### src/mem_params.svh
`ifndef MEM_PARAMS_SVH
`define MEM_PARAMS_SVH

// bus widths
`define ADDR_W 32
`define DATA_W 32
`define STRB_W 4

// timer window, everything else goes out on the AXI port
`define CLINT_BASE (32'h0200_0000)
`define CLINT_SIZE (32'h0001_0000)

// AXI response codes
`define RESP_OKAY   (2'd0)
`define RESP_SLVERR (2'd2)

`endif

### src/bus_pkg.sv
`default_nettype none

`include "mem_params.svh"

package bus_pkg;

    // byte address
    typedef logic [`ADDR_W-1:0] addr_t;

    // data word
    typedef logic [`DATA_W-1:0] data_t;

    // one enable per byte lane
    typedef logic [`STRB_W-1:0] strb_t;

    typedef logic [1:0] resp_t;

    // machine timer
    typedef logic [63:0] mtime_t;

endpackage

`default_nettype wire

### src/ctrl_pkg.sv
`default_nettype none

package ctrl_pkg;

    typedef enum logic [2:0] {
        IDLE, WR_ADDR_DATA, WR_RESP, RD_ADDR,
        RD_DATA, CLINT_RD, CLINT_WAIT, DONE
    } bridge_state_t;

    // owner of the shared access bus
    typedef enum logic {FETCH, LSU} requester_t;

endpackage

`default_nettype wire

### src/mem_arbiter.sv
`timescale 1ns/1ps
`default_nettype none

module mem_arbiter (
    input  wire logic           clock,
    input  wire logic           reset,
    input  wire logic           fetch_req,
    input  wire bus_pkg::addr_t fetch_addr,
    output bus_pkg::data_t      fetch_rdata,
    output bus_pkg::resp_t      fetch_resp,
    output logic                fetch_done,
    input  wire logic           lsu_req,
    input  wire logic           lsu_write,
    input  wire bus_pkg::addr_t lsu_addr,
    input  wire bus_pkg::data_t lsu_wdata,
    input  wire bus_pkg::strb_t lsu_strb,
    output bus_pkg::data_t      lsu_rdata,
    output bus_pkg::resp_t      lsu_resp,
    output logic                lsu_done,
    output logic                acc_req,
    output logic                acc_write,
    output bus_pkg::addr_t      acc_addr,
    output bus_pkg::data_t      acc_wdata,
    output bus_pkg::strb_t      acc_strb,
    input  wire logic           acc_done,
    input  wire bus_pkg::data_t acc_rdata,
    input  wire bus_pkg::resp_t acc_resp
);
    import ctrl_pkg::*;

    logic busy;
    requester_t owner;
    requester_t sel;

    // load/store wins when both ask in the same idle cycle
    assign sel = busy ? owner : (lsu_req ? LSU : FETCH);

    assign acc_req   = (sel == LSU) ? lsu_req : fetch_req;
    assign acc_write = (sel == LSU) ? lsu_write : 1'b0;
    assign acc_addr  = (sel == LSU) ? lsu_addr : fetch_addr;
    assign acc_wdata = lsu_wdata;
    assign acc_strb  = (sel == LSU) ? lsu_strb : '0;

    // completion goes to the owner only
    assign fetch_done  = busy & acc_done & (owner == FETCH);
    assign lsu_done    = busy & acc_done & (owner == LSU);
    assign fetch_rdata = acc_rdata;
    assign fetch_resp  = acc_resp;
    assign lsu_rdata   = acc_rdata;
    assign lsu_resp    = acc_resp;

    always_ff @(posedge clock) begin
        if (reset) begin
            busy  <= 1'b0;
            owner <= FETCH;
        end else if (!busy) begin
            if (acc_req) begin
                busy  <= 1'b1;
                owner <= sel;
            end
        end else if (acc_done) begin
            busy <= 1'b0;
        end
    end

endmodule

`default_nettype wire

### src/clint_timer.sv
`timescale 1ns/1ps
`default_nettype none

`include "mem_params.svh"

module clint_timer (
    input  wire logic           clock,
    input  wire logic           reset,
    input  wire logic           clint_rd,
    input  wire bus_pkg::addr_t clint_addr,
    output bus_pkg::data_t      clint_rdata
);
    import bus_pkg::*;

    mtime_t mtime;
    addr_t offset;

    assign offset = clint_addr - `CLINT_BASE;

    // free running, no compare or write path
    always_ff @(posedge clock) begin
        if (reset) begin
            mtime <= '0;
        end else begin
            mtime <= mtime + 64'd1;
        end
    end

    // answer lands one cycle after clint_rd
    always_ff @(posedge clock) begin
        if (clint_rd) begin
            case (offset)
                32'd8: begin
                    clint_rdata <= mtime[`DATA_W-1:0];
                end
                32'd12: begin
                    clint_rdata <= mtime[63:`DATA_W];
                end
                default: begin
                    clint_rdata <= '0;
                end
            endcase
        end
    end

endmodule

`default_nettype wire

### src/axi_lite_bridge_fsm.sv
`timescale 1ns/1ps
`default_nettype none

`include "mem_params.svh"

module axi_lite_bridge_fsm (
    input  wire logic           clock,
    input  wire logic           reset,
    input  wire logic           acc_req,
    input  wire logic           acc_write,
    input  wire bus_pkg::addr_t acc_addr,
    input  wire bus_pkg::data_t acc_wdata,
    input  wire bus_pkg::strb_t acc_strb,
    output logic                acc_done,
    output bus_pkg::data_t      acc_rdata,
    output bus_pkg::resp_t      acc_resp,
    output logic                clint_rd,
    output bus_pkg::addr_t      clint_addr,
    input  wire bus_pkg::data_t clint_rdata,
    output logic                awvalid,
    input  wire logic           awready,
    output bus_pkg::addr_t      awaddr,
    output logic                wvalid,
    input  wire logic           wready,
    output bus_pkg::data_t      wdata,
    output bus_pkg::strb_t      wstrb,
    input  wire logic           bvalid,
    output logic                bready,
    input  wire bus_pkg::resp_t bresp,
    output logic                arvalid,
    input  wire logic           arready,
    output bus_pkg::addr_t      araddr,
    input  wire logic           rvalid,
    output logic                rready,
    input  wire bus_pkg::data_t rdata,
    input  wire bus_pkg::resp_t rresp
);
    import bus_pkg::*;
    import ctrl_pkg::*;

    bridge_state_t state;
    addr_t addr_q;
    data_t wdata_q;
    strb_t strb_q;
    data_t rdata_q;
    resp_t resp_q;
    logic in_clint;
    logic grant;
    logic aw_fire;
    logic w_fire;
    logic aw_left;
    logic w_left;
    logic b_fire;
    logic ar_fire;
    logic r_fire;

    // only checked while idle
    assign in_clint = (acc_addr >= `CLINT_BASE) && (acc_addr < (`CLINT_BASE + `CLINT_SIZE));
    assign grant    = (state == IDLE) && acc_req;

    assign arvalid  = (state == RD_ADDR);
    assign bready   = (state == WR_RESP);
    assign rready   = (state == RD_DATA);
    assign clint_rd = (state == CLINT_RD);
    assign acc_done = (state == DONE);

    assign aw_fire = awvalid & awready;
    assign w_fire  = wvalid & wready;
    assign aw_left = awvalid & ~awready;
    assign w_left  = wvalid & ~wready;
    assign b_fire  = bvalid & bready;
    assign ar_fire = arvalid & arready;
    assign r_fire  = rvalid & rready;

    assign awaddr     = addr_q;
    assign araddr     = addr_q;
    assign clint_addr = addr_q;
    assign wdata      = wdata_q;
    assign wstrb      = strb_q;
    assign acc_rdata  = rdata_q;
    assign acc_resp   = resp_q;

    always_ff @(posedge clock) begin
        if (reset) begin
            state   <= IDLE;
            awvalid <= 1'b0;
            wvalid  <= 1'b0;
        end else begin
            case (state)
                IDLE: begin
                    if (acc_req) begin
                        if (in_clint) begin
                            // timer is read only, writes end at once
                            state <= acc_write ? DONE : CLINT_RD;
                        end else if (acc_write) begin
                            state   <= WR_ADDR_DATA;
                            awvalid <= 1'b1;
                            wvalid  <= 1'b1;
                        end else begin
                            state <= RD_ADDR;
                        end
                    end
                end
                WR_ADDR_DATA: begin
                    // aw and w may complete in either order
                    if (aw_fire) begin
                        awvalid <= 1'b0;
                    end
                    if (w_fire) begin
                        wvalid <= 1'b0;
                    end
                    if (!aw_left && !w_left) begin
                        state <= WR_RESP;
                    end
                end
                WR_RESP: begin
                    if (b_fire) begin
                        state <= DONE;
                    end
                end
                RD_ADDR: begin
                    if (ar_fire) begin
                        state <= RD_DATA;
                    end
                end
                RD_DATA: begin
                    if (r_fire) begin
                        state <= DONE;
                    end
                end
                CLINT_RD: begin
                    state <= CLINT_WAIT;
                end
                CLINT_WAIT: begin
                    state <= DONE;
                end
                DONE: begin
                    state <= IDLE;
                end
                default: begin
                    state <= IDLE;
                end
            endcase
        end
    end

    // access payload and captured reply
    always_ff @(posedge clock) begin
        if (grant) begin
            addr_q  <= acc_addr;
            wdata_q <= acc_wdata;
            strb_q  <= acc_strb;
        end
        if (grant && in_clint && acc_write) begin
            rdata_q <= '0;
            resp_q  <= `RESP_SLVERR;
        end
        if (b_fire) begin
            rdata_q <= '0;
            resp_q  <= bresp;
        end
        if (r_fire) begin
            rdata_q <= rdata;
            resp_q  <= rresp;
        end
        if (state == CLINT_WAIT) begin
            rdata_q <= clint_rdata;
            resp_q  <= `RESP_OKAY;
        end
    end

endmodule

`default_nettype wire

### src/mem_access_top.sv
`timescale 1ns/1ps
`default_nettype none

module mem_access_top (
    input  wire logic           clock,
    input  wire logic           reset,
    input  wire logic           fetch_req,
    input  wire bus_pkg::addr_t fetch_addr,
    output bus_pkg::data_t      fetch_rdata,
    output bus_pkg::resp_t      fetch_resp,
    output logic                fetch_done,
    input  wire logic           lsu_req,
    input  wire logic           lsu_write,
    input  wire bus_pkg::addr_t lsu_addr,
    input  wire bus_pkg::data_t lsu_wdata,
    input  wire bus_pkg::strb_t lsu_strb,
    output bus_pkg::data_t      lsu_rdata,
    output bus_pkg::resp_t      lsu_resp,
    output logic                lsu_done,
    output logic                awvalid,
    input  wire logic           awready,
    output bus_pkg::addr_t      awaddr,
    output logic                wvalid,
    input  wire logic           wready,
    output bus_pkg::data_t      wdata,
    output bus_pkg::strb_t      wstrb,
    input  wire logic           bvalid,
    output logic                bready,
    input  wire bus_pkg::resp_t bresp,
    output logic                arvalid,
    input  wire logic           arready,
    output bus_pkg::addr_t      araddr,
    input  wire logic           rvalid,
    output logic                rready,
    input  wire bus_pkg::data_t rdata,
    input  wire bus_pkg::resp_t rresp
);
    import bus_pkg::*;

    logic acc_req;
    logic acc_write;
    addr_t acc_addr;
    data_t acc_wdata;
    strb_t acc_strb;
    logic acc_done;
    data_t acc_rdata;
    resp_t acc_resp;
    logic clint_rd;
    addr_t clint_addr;
    data_t clint_rdata;

    mem_arbiter i_arbiter (
        .clock       (clock),
        .reset       (reset),
        .fetch_req   (fetch_req),
        .fetch_addr  (fetch_addr),
        .fetch_rdata (fetch_rdata),
        .fetch_resp  (fetch_resp),
        .fetch_done  (fetch_done),
        .lsu_req     (lsu_req),
        .lsu_write   (lsu_write),
        .lsu_addr    (lsu_addr),
        .lsu_wdata   (lsu_wdata),
        .lsu_strb    (lsu_strb),
        .lsu_rdata   (lsu_rdata),
        .lsu_resp    (lsu_resp),
        .lsu_done    (lsu_done),
        .acc_req     (acc_req),
        .acc_write   (acc_write),
        .acc_addr    (acc_addr),
        .acc_wdata   (acc_wdata),
        .acc_strb    (acc_strb),
        .acc_done    (acc_done),
        .acc_rdata   (acc_rdata),
        .acc_resp    (acc_resp)
    );

    axi_lite_bridge_fsm i_bridge (
        .clock       (clock),
        .reset       (reset),
        .acc_req     (acc_req),
        .acc_write   (acc_write),
        .acc_addr    (acc_addr),
        .acc_wdata   (acc_wdata),
        .acc_strb    (acc_strb),
        .acc_done    (acc_done),
        .acc_rdata   (acc_rdata),
        .acc_resp    (acc_resp),
        .clint_rd    (clint_rd),
        .clint_addr  (clint_addr),
        .clint_rdata (clint_rdata),
        .awvalid     (awvalid),
        .awready     (awready),
        .awaddr      (awaddr),
        .wvalid      (wvalid),
        .wready      (wready),
        .wdata       (wdata),
        .wstrb       (wstrb),
        .bvalid      (bvalid),
        .bready      (bready),
        .bresp       (bresp),
        .arvalid     (arvalid),
        .arready     (arready),
        .araddr      (araddr),
        .rvalid      (rvalid),
        .rready      (rready),
        .rdata       (rdata),
        .rresp       (rresp)
    );

    clint_timer i_clint (
        .clock       (clock),
        .reset       (reset),
        .clint_rd    (clint_rd),
        .clint_addr  (clint_addr),
        .clint_rdata (clint_rdata)
    );

endmodule

`default_nettype wire

### config.mk
export PLATFORM = sky130hd
export DESIGN_NAME = mem_access_top
export DESIGN_NICKNAME = d
export VERILOG_FILES = /design/src/bus_pkg.sv /design/src/ctrl_pkg.sv /design/src/mem_arbiter.sv /design/src/clint_timer.sv /design/src/axi_lite_bridge_fsm.sv /design/src/mem_access_top.sv
export VERILOG_INCLUDE_DIRS = /design/src
export SDC_FILE = /design/constraint.sdc
export NUM_CORES = 1
export LEC_CHECK = 0
export BUFFER_PORTS_ARGS = -buffer_cell sky130_fd_sc_hd__clkbuf_2
export CAP_MARGIN = 0
export CELL_PAD_IN_SITES_DETAIL_PLACEMENT = 2
export CELL_PAD_IN_SITES_GLOBAL_PLACEMENT = 2
export CORE_MARGIN = 1.5
export CORE_UTILIZATION = 34
export DETAILED_ROUTE_END_ITERATION = 7
export PLACE_DENSITY_LB_ADDON = 0.3
export SKIP_CTS_REPAIR_TIMING = 1
export SYNTH_ARGS = -nofsm -noshare
export SYNTH_HDL_FRONTEND = slang
export SYNTH_SLANG_ARGS = --single-unit
### constraint.sdc
create_clock -name clock -period 22.6 [get_ports clock]
set_clock_uncertainty 0.2 [all_clocks]
set_input_delay 2.26 -clock clock [delete_from_list [all_inputs] [get_ports clock]]
set_output_delay 2.26 -clock clock [all_outputs]
set_load 0.01 [all_outputs]
; Yosys cells after proc, flatten, opt, wreduce, memory -nomap -nowiden
; Index checks and enable logic that the tools add are counted.
[word_totals]
word_cells = 95
inputBits = 146
regBits = 205
[op_classes]
n_addsub = 2
n_bitwise = 14
eq_ne = 18
order_cmp = 2
n_reduce_logical = 15
mux = 32
[op_table]
columns = cell, count
row1 = $mux 32, 5
row2 = $add 64x1->64 const B, 1
row3 = $eq 32x4->1 const B, 2
row4 = $pmux 32 s2, 1
row5 = $ge 32x26->1 const B, 1
row6 = $lt 32x26->1 const B, 1
row7 = $sub 32x26->32 const B, 1
row8 = $pmux 3 s8, 1
row9 = $mux 3, 6
row10 = $reduce_and 5->1, 3
row11 = $eq 3x3->1 const B, 4
row12 = $mux 1, 12
row13 = $and 1x1->1, 10
row14 = $mux 2, 5
row15 = $ne 2x1->1 const B, 5
row16 = $ne 2x2->1 const B, 4
row17 = $eq 3x2->1 const B, 2
row18 = $logic_and 1x1->1, 5
row19 = $not 1->1, 4
row20 = $pmux 1 s2, 2
row21 = $reduce_bool 4->1, 1
row22 = $eq 3x1->1 const B, 1
row23 = $logic_not 3->1, 1
row24 = $reduce_bool 3->1, 1
row25 = 3 further kinds, 4

; Depth between registers and ports, before layout
; Gate-level depths: netlist (run 1).
[depth]
word_depth = 11
depth_mapped = 8

; Cells and area by module
; Synthesis (run 1) repeated with hierarchy kept, for this count alone.
[unflattened]
hier_cells = 871
area_unflattened_um2 = 10139.7
[by_module_without_submodules]
columns = module, cells_each, area_per_inst_um2, instances, seq_area_each_um2
row1 = clint_timer, 446, 4396.7, 1, 2242.2
row2 = axi_lite_bridge_fsm, 269, 4331.7, 1, 3143.0
row3 = mem_arbiter, 156, 1411.4, 1, 40.0

; Least setup slack after synthesis (run 1)
; No wires, ideal clock.
[synth_timing]
path_type = input port to flip-flop
start = in fetch_req
end = reg i_bridge.addr_q[0] (netlist: i_bridge.araddr[0]), enable pin
setup_ps = 662
n_path_buf = 0
setup_slack_ps = 12779
path_stages = 3
t_arrival_ps = 8959
path_cell_list = a21boi_0 -> o22ai_1 -> nor4_1
[synth_between]
elab_chain_cells = 2
[synth_lines]
columns = item, line
row1 = start: declaration, mem_access_top.sv:7  ; input wire logic fetch_req,
row2 = $mux 1, mem_arbiter.sv:38  ; assign acc_req = (sel == LSU) ? lsu_req : fetch_req;
row3 = $logic_and 1x1->1, axi_lite_bridge_fsm.sv:59  ; assign grant = (state == IDLE) && acc_req;
row4 = named net i_bridge.grant, axi_lite_bridge_fsm.sv:48  ; logic grant;
row5 = end signal: assignment, axi_lite_bridge_fsm.sv:150  ; addr_q <= acc_addr;
row6 = end: declaration, axi_lite_bridge_fsm.sv:42  ; addr_t addr_q;
; The timed path passes the listed nets, and every way through them passes these cells.
; A chain may end at the register's enable or synchronous reset.

; Worst setup path after layout (run 1)
[layout_timing]
start = reg i_bridge.state[0]
end = out arvalid
[layout_between]
elab_chain_cells = 1
[layout_lines]
columns = item, line
row1 = start: declaration, axi_lite_bridge_fsm.sv:41  ; bridge_state_t state;
row2 = start signal: assignment, axi_lite_bridge_fsm.sv:94  ; state <= acc_write ? DONE : CLINT_RD;
row3 = $eq 3x2->1, axi_lite_bridge_fsm.sv:61  ; assign arvalid = (state == RD_ADDR);
row4 = end: declaration, mem_access_top.sv:30  ; output logic arvalid,
; No other way between the ends.

==> flow_metrics.env, run 1 <==
export IMPL_dr_pass1_iters=4
export IMPL_place_port_buffers=320
export IMPL_reg2reg_depth=5
export IMPL_grt_use_total_pct=21.7
export IMPL_die_x_um=168
export IMPL_vdd_drop_max_mv=0.0433
export IMPL_clock_sinks=205
export IMPL_grt_pass1_wl_mm=46.8
export IMPL_cts_buffer_depth=3
export IMPL_vias_per_cell=5.17
export IMPL_cp_max_fo=13
export IMPL_die_y_um=168
export IMPL_die_area_um2=28300
export IMPL_grt_pass1_vias=7665
export IMPL_antenna_found_initial=2
export IMPL_async_flop_share_pct=0
export IMPL_drcViolationCount=0
export IMPL_rows=60
export IMPL_netlist_top_cells_area="edfxtp_1, dfxtp_1, buf_4"
export IMPL_synthTopCellsByCount="edfxtp_1, nor2_1, dfxtp_1"
export IMPL_ys_warn_count=0
export IMPL_area_growth_pct=24.3
export IMPL_status="finished, final reports clean"
export IMPL_rsz0062_at_grt="no"
export IMPL_grt_overflow=0
export IMPL_root_buffer="clkbuf_16"
export IMPL_crit_path_end="arvalid"
export IMPL_worstMarginPinSlew_ns=1.13
export IMPL_finalSetupViolCount=0
export IMPL_wirelength_mm=31.5
export IMPL_synth_flop_cell="edfxtp_1"
export IMPL_path_clk_slew_ns=0.06
export IMPL_start_util_pct=34.6
export IMPL_min_period_over_period_pct=18.5
export IMPL_final_nets=1194
export IMPL_cp_arrival_ns=1.73
export IMPL_period_needed_ns=4.19
export IMPL_setup_tns_ns=0
export IMPL_synth_distinct_cells=48
export IMPL_netlist_area_um2=9290
export IMPL_start_kind="flip-flop"
export IMPL_avgSynthCellArea_um2=11.7
export IMPL_gp_congestion=0.788
export IMPL_hold_slack_ns=0.299
export IMPL_cp_required_ns=20.14
export IMPL_synth_seq_area_share_pct=58.4
export IMPL_leakage_nw=4.58
export IMPL_drt_iter0_drc=328
export IMPL_r2r_start="i_clint.mtime[20]"
export IMPL_critPathCaptureType="output port"
export IMPL_dp_hpwl_mm=24.1
export IMPL_path_class="reg -> out"
export IMPL_io_pins=321
export IMPL_grt_max_degree=73
export IMPL_synth_seq_cells=205
export IMPL_powerDensity_nw_per_um2=105
export IMPL_reg2reg_to="i_clint.mtime[63]"
export IMPL_drt_wirelength_per_cell_um=22.4
export IMPL_synthCells=792
export IMPL_max_slew_margin_pct=24.1
export IMPL_report_final_hold_viol_count=0
export IMPL_r2r_setup_slack_ns=19.67
export IMPL_finalMaxSlewViolations=0
export IMPL_cap_violations=0
export IMPL_synth_nets=940
export IMPL_cts_tree="done"
export IMPL_synth_top_cell_area_share_pct=42.7
export IMPL_cts_buffers_inserted=23
export IMPL_synthMostInstantiatedCell="edfxtp_1"
export IMPL_cts_max_level=1
export IMPL_yosysTopAreaCell="edfxtp_1"
export IMPL_startpoint="i_bridge.state[0]"
export IMPL_hold_path_class="reg -> reg"
export IMPL_final_antenna_net_count=0
export IMPL_max_freq_ghz=0.239
export IMPL_synth_edf_count=132
export IMPL_core_um2=26900
export IMPL_drive_above_1_share_pct=38.7
export IMPL_clk_latency_ns=0.51
export IMPL_vias=7275
==> sequential cells by signal (all words and copies together), names as in the netlist, 2 cells and up <==
signal               cells
i_bridge.acc_rdata      32
i_bridge.state           3
i_bridge.wdata          32
i_bridge.acc_resp        2
i_bridge.araddr         32
i_clint.mtime           64
i_bridge.wstrb           4
i_clint.clint_rdata     32
==> cell type report <==
| cell class | count | area, µm² |
|---|---|---|
| repair buffers | 329 | 1670 |
| clock inverters | 8 | 63.8 |
| multi-input cells | 475 | 3230 |
| diodes | 2 | 5.00 |
| fillers | 2853 | 15300 |
| well taps | 341 | 427 |
| flip-flops and latches | 205 | 5430 |
| inverters | 12 | 45.0 |
| clock buffers | 34 | 688 |
==> how the worst min path moves through the flow <==
stage | startpoint | end | slack [ns] | cells past startpoint
after floorplan | i_clint.mtime[63] | i_clint.mtime[63] | 0.25 | 2
after global placement | i_clint.mtime[63] | i_clint.mtime[63] | 0.26 | 2
after detailed placement | i_bridge.awvalid | i_bridge.awvalid | 0.27 | 2
after CTS | i_bridge.wvalid | i_bridge.wvalid | 0.30 | 2
after global routing | i_bridge.acc_resp[1] | i_bridge.acc_resp[1] | 0.33 | 2
final | i_bridge.awvalid | i_bridge.awvalid | 0.30 | 2
==> metrics by stage <==
stage | power [mW] | cell area [µm²] | setup slack (ns) | std cells | util, %
2_1_floorplan | 0.742 | 9290 | 12.78 | 792 | -
3_3_place_gp | 0.842 | 10800 | 18.14 | 1362 | 40.2
3_5_place_dp | 0.857 | 10800 | 18.05 | 1362 | 40.2
4_1_cts | 1.23 | 11500 | 18.38 | 1404 | 43.0
5_1_grt | 1.27 | 11600 | 18.31 | 1406 | 43.0
6_report | 1.22 | 11600 | 18.41 | 1406 | 43.0
==> logic make-up after synthesis <==
group	after synthesis	synth area share, %
multiplexers	67	7.66
buffers and inverters	112	7.20
XOR/XNOR	37	3.49
flip-flops	205	58.4
AND/OR/NAND/NOR	261	15.2
adder cells (fa/ha/maj)	2	0.269
AO/OA/AOI/OAI	108	7.76
==> per-layer routing <==
layer | wire [µm] | vias to the layer above | GRT usage [%]
li1 | - | 3367 | -
met1 | 12500 | 3673 | 25.1
met2 | 16900 | 188 | 41.1
met3 | 1370 | 47 | 3.36
met4 | 713 | 0 | 6.06
met5 | 0 | - | 0
==> worst max-delay path, stage by stage, from the launching register on <==
cell      delay [ns]
dfxtp_1         0.67
inv_1           0.25
nor2_1          0.15
clkbuf_2        0.15
==> where the power goes <==
| group | switching (mW) | leakage (nW) | internal [mW] |
|---|---|---|---|
| logic | 0.183 | 2.40 | 0.109 |
| clock network | 0.149 | 0.370 | 0.222 |
| registers | 0.0574 | 1.81 | 0.496 |
==> placed cells by master (no fill, tap or decap), drive strengths merged, types with 6 or more instances in the layout <==
master | synthesis | final
clkbuf | 31 | 354
edfxtp | 132 | 132
nor2 | 82 | 82
dfxtp | 73 | 73
mux2i | 34 | 34
mux2 | 33 | 33
a22o | 33 | 33
a21oi | 33 | 33
xor2 | 32 | 32
nand2 | 32 | 32
nand4 | 28 | 28
nand3 | 27 | 27
or3 | 24 | 24
o21ai | 23 | 23
nor4 | 17 | 17
inv | 12 | 13
and3 | 9 | 9
nor2b | 9 | 9
buf | 69 | 9
nor3 | 9 | 9
or4 | 7 | 7
o31ai | 6 | 6
clkinv | 0 | 6
Power figures use the tool's default switching activity.
==> inputs of run 2 (changes only) <==
- ABC_AREA: unset -> 1
- CORE_UTILIZATION: 34 -> 27
- clock period: 22.6 -> 3.7 ns (I/O delays scaled with it)
==> run 2 against run 1 <==
Against the previous run:
- the flow now finishes with violations (negative hold slack)
- sequential cell count is the same
- wire length grew 29%
- non-clock buffer count grew 116
- area after synthesis grew 6.7%
- synthesized cell count grew 37%
- critical path depth grew 6
- highest routed layer is now met5
- global-route usage shrank 2.0 points
==> flow_metrics.env, run 2 <==
export IMPL_path_clk_slew_ns=0.06
export IMPL_cts_buffers_inserted=26
export IMPL_grt_use_total_pct=19.7
export IMPL_die_area_um2=37900
export IMPL_final_antenna_net_count=0
export IMPL_synthTopCellsByCount="nand2_1, edfxtp_1, inv_1"
export IMPL_grt_pass1_vias=9532
export IMPL_leakage_nw=5.43
export IMPL_setup_tns_ns=0
export IMPL_top_register="i_clint.mtime"
export IMPL_netlist_top_cells_area="edfxtp_1, dfxtp_1, nand2_1"
export IMPL_drt_iter0_drc=341
export IMPL_avgSynthCellArea_um2=9.12
export IMPL_drive_above_1_share_pct=28.9
export IMPL_critPathCaptureType="flip-flop"
export IMPL_vias=9339
export IMPL_synth_seq_area_share_pct=54.7
export IMPL_powerDensity_nw_per_um2=565
export IMPL_hold_slack_ns=-0.00583
export IMPL_hold_depth=3
export IMPL_finalMaxSlewViolations=0
export IMPL_cp_required_ns=3.53
export IMPL_cp_max_fo=33
export IMPL_regArea_um2=5430
export IMPL_synth_seq_cells=205
export IMPL_synthCells=1087
export IMPL_r2r_start="i_arbiter.busy"
export IMPL_wirelength_mm=40.6
export IMPL_path_class="reg -> reg"
export IMPL_max_freq_ghz=0.319
export IMPL_drcViolationCount=0
export IMPL_fillers=4022
export IMPL_dr_pass1_iters=5
export IMPL_rsz0062_at_grt="no"
export IMPL_final_cell_mix="clkbuf_2, nand2_1, edfxtp_1, inv_1, dlygate4sd3_1"
export IMPL_drt_wirelength_per_cell_um=20.7
export IMPL_io_pins=321
export IMPL_place_port_buffers=320
export IMPL_die_y_um=195
export IMPL_root_buffer="clkbuf_16"
export IMPL_cts_buffer_depth=3
export IMPL_largest_reg_flops=64
export IMPL_clock_sinks=205
export IMPL_reg2reg_depth=9
export IMPL_startpoint="i_arbiter.busy"
export IMPL_worstMarginPinSlew_ns=0.995
export IMPL_start_util_pct=27.3
export IMPL_r2r_setup_slack_ns=0.57
export IMPL_cts_max_level=1
export IMPL_pre_cts_slack_ns=0.575
export IMPL_yosysTopAreaCell="edfxtp_1"
export IMPL_die_x_um=195
export IMPL_multi_input_comb_area_um2=3420
export IMPL_cts_tree="done"
export IMPL_max_slew_margin_pct=33.3
export IMPL_violations="negative hold slack"
export IMPL_min_period_over_period_pct=84.7
export IMPL_synth_top_cell_area_share_pct=40.0
export IMPL_period_needed_ns=3.13
export IMPL_grt_pass1_wl_mm=57.2
export IMPL_cap_violations=0
export IMPL_synth_flop_cell="edfxtp_1"
export IMPL_finalSetupViolCount=0
export IMPL_cp_arrival_ns=2.96
export IMPL_rows=70
export IMPL_dp_hpwl_mm=30.2
export IMPL_area_growth_pct=37.8
export IMPL_vias_per_cell=4.77
export IMPL_synth_distinct_cells=43
export IMPL_gp_congestion=0.843
export IMPL_antenna_found_initial=2
export IMPL_report_final_hold_viol_count=1
export IMPL_reg2reg_to="i_bridge.acc_rdata[5]"
export IMPL_synth_edf_count=132
export IMPL_final_common_cell="clkbuf_2"
export IMPL_ys_warn_count=0
export IMPL_synth_nets=1235
export IMPL_hold_path_class="in -> reg"
export IMPL_vdd_drop_max_mv=0.319
export IMPL_async_flop_share_pct=0
export IMPL_final_nets=1617
export IMPL_clk_latency_ns=0.55
export IMPL_setup_slack_ns=0.567
export IMPL_grt_overflow=0
export IMPL_placed_cell_area_um2=11600
export IMPL_core_um2=36300
export IMPL_crit_path_end="i_bridge.acc_rdata[5]"
export IMPL_status="complete, but fails checks"
export IMPL_start_kind="flip-flop"
export IMPL_netlist_area_um2=9920
export IMPL_final_area_um2=13700
export IMPL_grt_max_degree=69
export IMPL_synthMostInstantiatedCell="nand2_1"
run 2: power by group:
part | total [mW] | switching [mW] | leakage [nW] | internal (mW)
clock | 2.64 | 1.05 | 0.435 | 1.59
combinational | 1.83 | 1.15 | 3.17 | 0.686
sequential | 3.25 | 0.267 | 1.83 | 2.98
run 2: critical path, cell delays in order, from the launching register on:
cell and delay [ns]:
dfxtp_1 0.41, nand2_2 0.18, nand2_4 0.40, nand2_1 0.12, nand2_1 0.16, nor2_1 0.08, nand2_1 0.11, nor2_1 0.06
nand4_1 0.18, nand3_2 0.67
run 2: routing by layer:
layer  wire length (µm)  global-route usage, %
met1              17300                   24.6
met5                 19                      0
met4                887                   5.12
met3               1540                   2.52
met2              20800                   35.5
run 2: metrics by stage:
stage,instances,power (mW),utilization [%]
global route,1958,8.07,37.6
floorplan,1087,4.34,-
global placement,1791,4.89,31.9
detailed placement,1791,4.99,31.9
finish,1958,7.72,37.6
CTS,1839,7.64,34.3
run 2: worst min path at each step:
stage | end | start | slack (ns)
final | i_bridge.araddr[21] | lsu_addr[21] | -0.006
after global routing | i_bridge.araddr[21] | lsu_addr[21] | 0.02
after CTS | i_bridge.wdata[1] | lsu_wdata[1] | -0.23
after detailed placement | i_clint.mtime[19] | i_clint.mtime[19] | 0.27
after global placement | i_clint.mtime[19] | i_clint.mtime[19] | 0.26
after floorplan | i_clint.mtime[0] | i_clint.mtime[0] | 0.24
run 2: final cells by class:
type / count / share of cell area (%)
Antenna cell: 1 / 0.0183
Clock buffer: 40 / 5.97
Clock inverter: 8 / 0.641
Inverter: 132 / 3.63
Multi-Input combinational cell: 659 / 25.0
Sequential cell: 205 / 39.7
Tap cell: 468 / 4.28
Timing Repair Buffer: 445 / 20.7
run 2: logic make-up (layout without fill, tap and decap cells):
logic type	after synthesis	after routing	share of synthesized area, %
simple gates	491	491	23.6
xor+xnor	6	6	0.530
flops	205	205	54.7
fa+ha+maj	2	2	0.252
other cells	0	1	0
buf+inv	223	625	11.1
compound gates	160	160	9.83
